## config.mk

```make
export PLATFORM = sky130hd
export DESIGN_NAME = cpu_core_flat
export DESIGN_NICKNAME = d
export VERILOG_FILES = /design/src/verilog/core_pkg.sv /design/src/verilog/isa_pkg.sv /design/src/verilog/mem_bus_if.sv /design/src/verilog/cpu_core.sv /design/src/flat_wrapper.sv
export VERILOG_INCLUDE_DIRS = /design/src /design/src/verilog
export SDC_FILE = /design/constraint.sdc
export NUM_CORES = 1
export LEC_CHECK = 0
export ABC_AREA = 1
export ABC_CLOCK_PERIOD_IN_PS = 2250
export BUFFER_PORTS_ARGS = -buffer_cell sky130_fd_sc_hd__buf_2
export CORE_UTILIZATION = 45
export DETAILED_ROUTE_END_ITERATION = 10
export GPL_TIMING_DRIVEN = 0
export PLACE_DENSITY = 0.83
export SLEW_MARGIN = 10
export SYNTH_ARGS = -nofsm -noshare
export SYNTH_HDL_FRONTEND = slang
export SYNTH_SLANG_ARGS = --single-unit
```

## constraint.sdc

```tcl
create_clock -name clk -period 2.25 [get_ports clk]
set_input_delay 0.225 -clock clk [delete_from_list [all_inputs] [get_ports clk]]
set_output_delay 0.225 -clock clk [all_outputs]
set_load 0.005 [all_outputs]
```

## src/verilog/cpu_defs.svh

```systemverilog
`ifndef CPU_DEFS_SVH
`define CPU_DEFS_SVH

// datapath and bus widths
`define CPU_DATA_W   4
`define CPU_ADDR_W   12
`define CPU_INSTR_W  12

// memory depths, one word per address
`define ROM_DEPTH    4096
`define RAM_DEPTH    4096

// pointer reset values
`define X_RESET      12'h000
`define Y_RESET      12'h279
`define SP_RESET     12'hfff  // top of data memory

// every instruction takes the same number of cycles
`define INSTR_CYCLES 7

`endif
```

## src/verilog/core_pkg.sv

```systemverilog
package core_pkg;

  // one state per cycle of an instruction
  typedef enum logic [2:0] {
    S_FETCH  = 3'd0,
    S_DECODE = 3'd1,
    S_RD_R   = 3'd2,
    S_RD_Q   = 3'd3,
    S_EXEC   = 3'd4,
    S_WB     = 3'd5,
    S_DONE   = 3'd6
  } seq_state_e;

  typedef enum logic [1:0] {
    ALU_MOV = 2'd0,
    ALU_ADD = 2'd1,
    ALU_AND = 2'd2,
    ALU_XOR = 2'd3
  } alu_op_e;

endpackage

```

## src/verilog/isa_pkg.sv

```systemverilog
`include "cpu_defs.svh"

package isa_pkg;

  typedef enum logic [1:0] {
    OPND_A  = 2'd0,
    OPND_B  = 2'd1,
    OPND_MX = 2'd2,  // data memory at x
    OPND_MY = 2'd3   // data memory at y
  } opnd_sel_e;

  // register/register forms, instruction bits 11:4
  typedef enum logic [7:0] {
    MOV_RQ = 8'ha0,
    ADD_RQ = 8'ha4,
    AND_RQ = 8'hac,
    XOR_RQ = 8'hae
  } op_rq_e;

  // register/immediate forms, instruction bits 11:6
  typedef enum logic [5:0] {
    MOV_RI = 6'h30,
    ADD_RI = 6'h31,
    AND_RI = 6'h32,
    XOR_RI = 6'h34
  } op_ri_e;

  typedef struct packed {
    op_rq_e    op;
    opnd_sel_e r;
    opnd_sel_e q;
  } instr_rq_t;

  typedef struct packed {
    op_ri_e                 op;
    opnd_sel_e              r;
    logic [`CPU_DATA_W-1:0] imm;
  } instr_ri_t;

  typedef union packed {
    instr_rq_t rq;
    instr_ri_t ri;
  } instr_u;

endpackage

```

## src/verilog/mem_bus_if.sv

```systemverilog
`timescale 1ns/1ps
`include "cpu_defs.svh"

interface mem_bus_if;
  logic [`CPU_ADDR_W-1:0] addr;
  logic [`CPU_DATA_W-1:0] wdata;
  logic                   we;     // write on the clock edge
  logic [`CPU_DATA_W-1:0] rdata;  // valid the cycle after addr

  modport core (
    output addr, wdata, we,
    input  rdata
  );

  modport mem (
    input  addr, wdata, we,
    output rdata
  );
endinterface

```

## src/verilog/cpu_core.sv

```systemverilog
`timescale 1ns/1ps
`include "cpu_defs.svh"

module cpu_core
  import isa_pkg::*, core_pkg::*;
(
  input  logic                    clk,
  input  logic                    rst_n,
  input  logic                    run,
  input  logic [`CPU_INSTR_W-1:0] instr,
  output logic [`CPU_ADDR_W-1:0]  pc,
  output logic                    idle,
  output logic                    instr_done,
  mem_bus_if.core                 mem,
  output opnd_sel_e               r_sel,
  output opnd_sel_e               q_sel,
  input  logic [`CPU_DATA_W-1:0]  a_val,
  input  logic [`CPU_DATA_W-1:0]  b_val,
  input  logic [`CPU_ADDR_W-1:0]  x_val,
  input  logic [`CPU_ADDR_W-1:0]  y_val,
  output logic                    wr_en,
  output logic [`CPU_DATA_W-1:0]  wr_data,
  input  logic                    carry_in,
  output logic                    carry_out,
  output logic                    zero_out,
  output logic                    flag_we
);

  seq_state_e             state;
  instr_u                 ir;
  alu_op_e                alu_op;
  logic                   use_imm;
  logic                   op_valid;
  logic [`CPU_DATA_W-1:0] imm;
  logic [`CPU_DATA_W-1:0] opr_r;
  logic [`CPU_DATA_W-1:0] result;
  logic                   res_carry;
  logic                   res_zero;

  alu_op_e                dec_op;
  logic                   dec_ri;
  logic                   dec_valid;
  opnd_sel_e              rd_sel;
  logic [`CPU_DATA_W-1:0] r_val;
  logic [`CPU_DATA_W-1:0] q_val;
  logic [`CPU_DATA_W:0]   sum;
  logic [`CPU_DATA_W-1:0] alu_res;
  logic                   alu_carry;

  // ri form wins when bits 11:6 carry a known immediate opcode
  always_comb begin
    dec_ri    = 1'b1;
    dec_valid = 1'b1;
    dec_op    = ALU_MOV;
    case (ir.ri.op)
      MOV_RI:  dec_op = ALU_MOV;
      ADD_RI:  dec_op = ALU_ADD;
      AND_RI:  dec_op = ALU_AND;
      XOR_RI:  dec_op = ALU_XOR;
      default: begin
        dec_ri = 1'b0;
        case (ir.rq.op)
          MOV_RQ:  dec_op = ALU_MOV;
          ADD_RQ:  dec_op = ALU_ADD;
          AND_RQ:  dec_op = ALU_AND;
          XOR_RQ:  dec_op = ALU_XOR;
          default: dec_valid = 1'b0;  // runs as a nop
        endcase
      end
    endcase
  end

  always_ff @(posedge clk or negedge rst_n) begin
    if (!rst_n) begin
      state    <= S_FETCH;
      pc       <= '0;
      op_valid <= 1'b0;
    end else begin
      case (state)
        S_FETCH:  if (run) state <= S_DECODE;
        S_DECODE: begin
          state    <= S_RD_R;
          op_valid <= dec_valid;
        end
        S_RD_R:   state <= S_RD_Q;
        S_RD_Q:   state <= S_EXEC;
        S_EXEC:   state <= S_WB;
        S_WB: begin
          state <= S_DONE;
          pc    <= pc + `CPU_ADDR_W'(1);  // visible together with the results
        end
        default:  state <= S_FETCH;
      endcase
    end
  end

  always_ff @(posedge clk) begin
    case (state)
      S_FETCH:  if (run) ir <= instr;
      S_DECODE: begin
        alu_op  <= dec_op;
        use_imm <= dec_ri;
        r_sel   <= dec_ri ? ir.ri.r : ir.rq.r;
        q_sel   <= ir.rq.q;
        imm     <= ir.ri.imm;
      end
      S_RD_Q:   opr_r <= r_val;  // ram data for r arrives this cycle
      S_EXEC: begin
        result    <= alu_res;
        res_carry <= alu_carry;
        res_zero  <= (alu_res == '0);
      end
      default: ;
    endcase
  end

  // q address only in S_RD_Q, r address for its read and for the write
  assign rd_sel   = (state == S_RD_Q) ? q_sel : r_sel;
  assign mem.addr = (rd_sel == OPND_MY) ? y_val : x_val;

  always_comb begin
    case (r_sel)
      OPND_A:  r_val = a_val;
      OPND_B:  r_val = b_val;
      default: r_val = mem.rdata;
    endcase
    if (use_imm) begin
      q_val = imm;
    end else begin
      case (q_sel)
        OPND_A:  q_val = a_val;
        OPND_B:  q_val = b_val;
        default: q_val = mem.rdata;
      endcase
    end
  end

  assign sum = {1'b0, opr_r} + {1'b0, q_val};

  always_comb begin
    alu_carry = carry_in;
    case (alu_op)
      ALU_MOV: alu_res = q_val;
      ALU_ADD: begin
        alu_res   = sum[`CPU_DATA_W-1:0];
        alu_carry = sum[`CPU_DATA_W];
      end
      ALU_AND: alu_res = opr_r & q_val;
      default: alu_res = opr_r ^ q_val;
    endcase
  end

  assign wr_en      = (state == S_WB) && op_valid;
  assign wr_data    = result;
  assign flag_we    = wr_en;
  assign carry_out  = res_carry;
  assign zero_out   = res_zero;
  assign mem.we     = wr_en && (r_sel inside {OPND_MX, OPND_MY});
  assign mem.wdata  = result;
  assign idle       = (state == S_FETCH) && !run;
  assign instr_done = (state == S_DONE);

endmodule

```

## src/flat_wrapper.sv

```systemverilog
// flat-port wrapper written by rule: the top's interface ports become plain ports
module cpu_core_flat import isa_pkg::*, core_pkg::*;
  (clk, rst_n, run, instr, pc, idle, instr_done, r_sel, q_sel, a_val, b_val, x_val, y_val, wr_en, wr_data, carry_in, carry_out, zero_out, flag_we, mem_addr, mem_wdata, mem_we, mem_rdata);
  mem_bus_if mem_i ();
  input  logic clk;
  input  logic rst_n;
  input  logic run;
  input  logic [`CPU_INSTR_W-1:0] instr;
  output logic [`CPU_ADDR_W-1:0] pc;
  output logic idle;
  output logic instr_done;
  output opnd_sel_e r_sel;
  output opnd_sel_e q_sel;
  input  logic [`CPU_DATA_W-1:0] a_val;
  input  logic [`CPU_DATA_W-1:0] b_val;
  input  logic [`CPU_ADDR_W-1:0] x_val;
  input  logic [`CPU_ADDR_W-1:0] y_val;
  output logic wr_en;
  output logic [`CPU_DATA_W-1:0] wr_data;
  input  logic carry_in;
  output logic carry_out;
  output logic zero_out;
  output logic flag_we;
  output wire logic [$bits(mem_i.addr)-1:0] mem_addr;
  output wire logic [$bits(mem_i.wdata)-1:0] mem_wdata;
  output wire logic [$bits(mem_i.we)-1:0] mem_we;
  input wire logic [$bits(mem_i.rdata)-1:0] mem_rdata;
  assign mem_addr = mem_i.addr;
  assign mem_wdata = mem_i.wdata;
  assign mem_we = mem_i.we;
  assign mem_i.rdata = mem_rdata;
  cpu_core u_core (.clk(clk), .rst_n(rst_n), .run(run), .instr(instr), .pc(pc), .idle(idle), .instr_done(instr_done), .mem(mem_i), .r_sel(r_sel), .q_sel(q_sel), .a_val(a_val), .b_val(b_val), .x_val(x_val), .y_val(y_val), .wr_en(wr_en), .wr_data(wr_data), .carry_in(carry_in), .carry_out(carry_out), .zero_out(zero_out), .flag_we(flag_we));
endmodule
```

==> flow_summary.json <==
{
  "crit_required_ns": 2.30,
  "avgViaCountPerCell": 4.942,
  "numCtsBuffers": 5,
  "drt_iter0_markers": 107,
  "gr-max-usage-layer": "met2",
  "yosysSeqAreaShare_pct": 49.88,
  "grt_max_degree": 17,
  "register_area_um2": 1331,
  "io_pins": 95,
  "place.gp.congestion": 0.8679,
  "criticalPathCategory": "reg -> reg",
  "total_power_uw": 3477,
  "synthToLayoutAreaGrowth_pct": 30.43,
  "antennaDiodeCount": 0,
  "post-synth-top-area-cell": "edfxtp_1",
  "clock-sinks": 47,
  "r2r_end": "u_core.mem.wdata[2]",
  "synthSimpleGateAreaFrac_pct": 23.82,
  "leakagePower_uw": 0.001767,
  "grtUsageMet3_pct": 3.908,
  "yosys_warnings": 0,
  "hold_violations": 0,
  "multiInputGateArea_um2": 1116,
  "synthAdderAreaFrac_pct": 3.094,
  "max_freq_ghz": 0.4404,
  "hold_class": "in -> reg",
  "fin_worst_skew_ns": 0.01324,
  "synth_top_family_by_area": "simple AND/OR/NAND/NOR gates",
  "clk_path_buf_depth": 2,
  "r2r_setup_slack_ns": -0.02,
  "insertion_delay_ns": 0.30,
  "r2r_start": "u_core.imm[1]",
  "vias": 2402,
  "syn_area_per_cell_um2": 8.808,
  "grt_pass1_wl_um": 9294,
  "worst_pin_slew_ns": 0.8934,
  "ys_top_cells_by_area": "edfxtp_1 35%, dfrtp_1 15%, nand2_1 9.0%",
  "cp-start-kind": "flop",
  "setup-tns-final_ns": -0.04011,
  "relSlewSlack_pct": 40.22,
  "violations": "negative setup slack",
  "synthTopCellsByCount": "64 x nand2_1, 51 x inv_1, 31 x edfxtp_1, 29 x nor2_1, 23 x nand3_1",
  "die_y_um": 79.01,
  "drc": 0,
  "worst-endpoint-arrival_ns": 2.32,
  "clk_pin_slew_ns": 0.08,
  "worstSetupEndpointType": "flop",
  "die_width_um": 79.01,
  "synth_compound_area_share_pct": 8.908,
  "period_needed_ns": 2.271,
  "dieArea_um2": 6243,
  "drt_wl_total_um": 5875,
  "gr-usage-met1_pct": 19.70,
  "cap_violations": 0,
  "synth.area.mux_share_pct": 0.4219,
  "coreArea_um2": 5608,
  "power_density_nw_per_um2": 999.0,
  "antenna_left": 0,
  "synth_async_sr_flop_share_pct": 34.04,
  "crit_end": "u_core.mem.wdata[2]",
  "finish.utilization_pct": 62.07,
  "fillCellCount": 474,
  "synth_most_common_cell": "nand2_1",
  "firstDrtPassIters": 4,
  "use_met2_pct": 35.86,
  "drv_slew": 0,
  "initial_core_util_pct": 47.59,
  "grt_pass1_vias": 2267,
  "synth_xor_area_share_pct": 2.954,
  "avgRoutedWirePerCell_um": 12.09,
  "synthFlopType": "edfxtp_1",
  "syn_nets": 361,
  "synth.cell_area_um2": 2669,
  "ys_ff_latch": 47,
  "fin_crit_sh_pct": 100.9,
  "antenna_found_initial": 0,
  "io_buffers": 94,
  "grtUsageTotal_pct": 18.98,
  "yosysTopAreaCellShare_pct": 34.88,
  "drive_gt1_share_pct": 38.89,
  "syn_inst": 303,
  "rows": 27,
  "outcome": "finished with violations",
  "crit_path_start": "u_core.imm[1]",
  "cts_tree": "done",
  "cts_root_buf": "clkbuf_8",
  "ir_drop_uv": 484.0,
  "setup_violations": 2,
  "synth_cell_types": 34,
  "grt_overflow_total": 0,
  "synth-edff-count": 31,
  "nets": 471,
  "rsz0062_at_grt": "true",
  "hpwlAfterDp_um": 4342,
  "crit_fanout": 4,
  "rr_worst_depth": 12,
  "htree_levels": 2,
  "finalWorstSetupSlack_ns": -0.02064
}
sequential cells by signal, summed over array words and instances, names as in the netlist:
signal            count
u_core.ir            12
u_core.zero_out       1
u_core.mem.wdata      4
u_core.use_imm        1
u_core.op_valid       1
u_core.imm            4
u_core.pc            12
u_core.alu_op         2
u_core.opr_r          4
u_core.state          3
u_core.carry_out      1
u_core.r_sel          2
worst min path at each step:
stage	slack, ns	start	cells past startpoint	endpoint
after detailed placement	0.16	rst_n	1	u_core.pc[11]
final	0.1	instr[4]	1	u_core.ir[4]
after CTS	0.09	instr[6]	1	u_core.ir[6]
after floorplan	-0.07	rst_n	0	u_core.op_valid
after global routing	0.08	instr[7]	1	u_core.ir[7]
after global placement	0.15	rst_n	1	u_core.pc[11]
what timing repair did:
item / 4_1_cts / 5_1_grt
gates resized for setup: 10 / 7
endpoints found under the hold margin: 16 / 0
setup endpoints to repair: 4 / 17
hold buffers: 1 / 0
cloned: 0 / 0
buffers inserted: 6 / 2
pin swaps: 4 / 9
power by group:
group	switching, uW	internal [uW]	total (uW)	leakage, uW
Sequential	181	1190	1370	0.000498
Clock	279	325	604	0.0000556
Combinational	853	647	1500	0.00121
Total	1310	2160	3480	0.00177
per-stage QoR:
step	worst slack [ns]	instances	hold slack, ns	instance area, um2
3_3_place_gp	-0.1666	469	0.1543	3229
4_1_cts	0.002288	484	0.08826	3431
6_report	-0.02064	486	0.09612	3481
3_5_place_dp	-0.2030	469	0.1567	3229
2_1_floorplan	0.07899	303	-0.07059	2669
5_1_grt	-0.1399	486	0.07844	3481
cells in the final DEF (no fill, tap or decap), types with 3 or more instances in the layout:
cell type | Yosys | final
a21oi_1 | 6 | 4
buf_2 | 2 | 96
buf_4 | 7 | 14
buf_6 | 2 | 3
clkbuf_8 | 0 | 5
dfrtp_1 | 16 | 16
edfxtp_1 | 31 | 31
ha_1 | 5 | 3
inv_1 | 51 | 51
inv_2 | 3 | 3
nand2_1 | 64 | 60
nand2_2 | 8 | 12
nand3_1 | 23 | 23
nand3b_1 | 4 | 4
nor2_1 | 29 | 25
nor2_2 | 2 | 4
nor2_4 | 1 | 3
nor3_1 | 5 | 4
o211ai_1 | 4 | 4
o21ai_0 | 5 | 5
o21ai_1 | 7 | 7
o21ai_2 | 8 | 8
xnor2_1 | 4 | 4
xor2_1 | 5 | 5
layer usage:
| layer | vias up | wire length [um] |
|---|---|---|
| met1 | 1102 | 2229 |
| met3 | 16 | 322 |
| met4 | 0 | 154 |
| li1 | 1188 | - |
| met5 | - | 0 |
| met2 | 96 | 3168 |
area by class of cell:
type                       instances  share of cell area, %
clock inverter                     3                  1.114
timing repair buffer             103                  15.64
clock buffer                       5                  1.977
sequential                        47                  38.25
multi-input combinational        190                  32.06
inverter                          55                  5.931
buffer                            11                  2.444
tap                               72                  2.588
worst max-delay path: stages (launching register included):
cell and delay [ns]:
edfxtp_1 0.50, inv_2 0.10, nand2_1 0.05, o211ai_1 0.17, nand2_1 0.13, ha_4 0.19
fa_2 0.33, o21ai_0 0.19, o21ai_1 0.09, inv_1 0.07, nand2_2 0.06, nor2_2 0.10
inv_1 0.05
kinds of logic (layout without fill, tap and decap cells):
family | Yosys count | after routing
AND/OR/NAND/NOR | 140 | 140
buffers and inverters | 66 | 177
flip-flops | 47 | 47
AO/OA/AOI/OAI | 34 | 34
XOR/XNOR | 9 | 9
adder cells (fa/ha/maj) | 6 | 6
multiplexers | 1 | 1
Power figures use the tool's default switching activity.
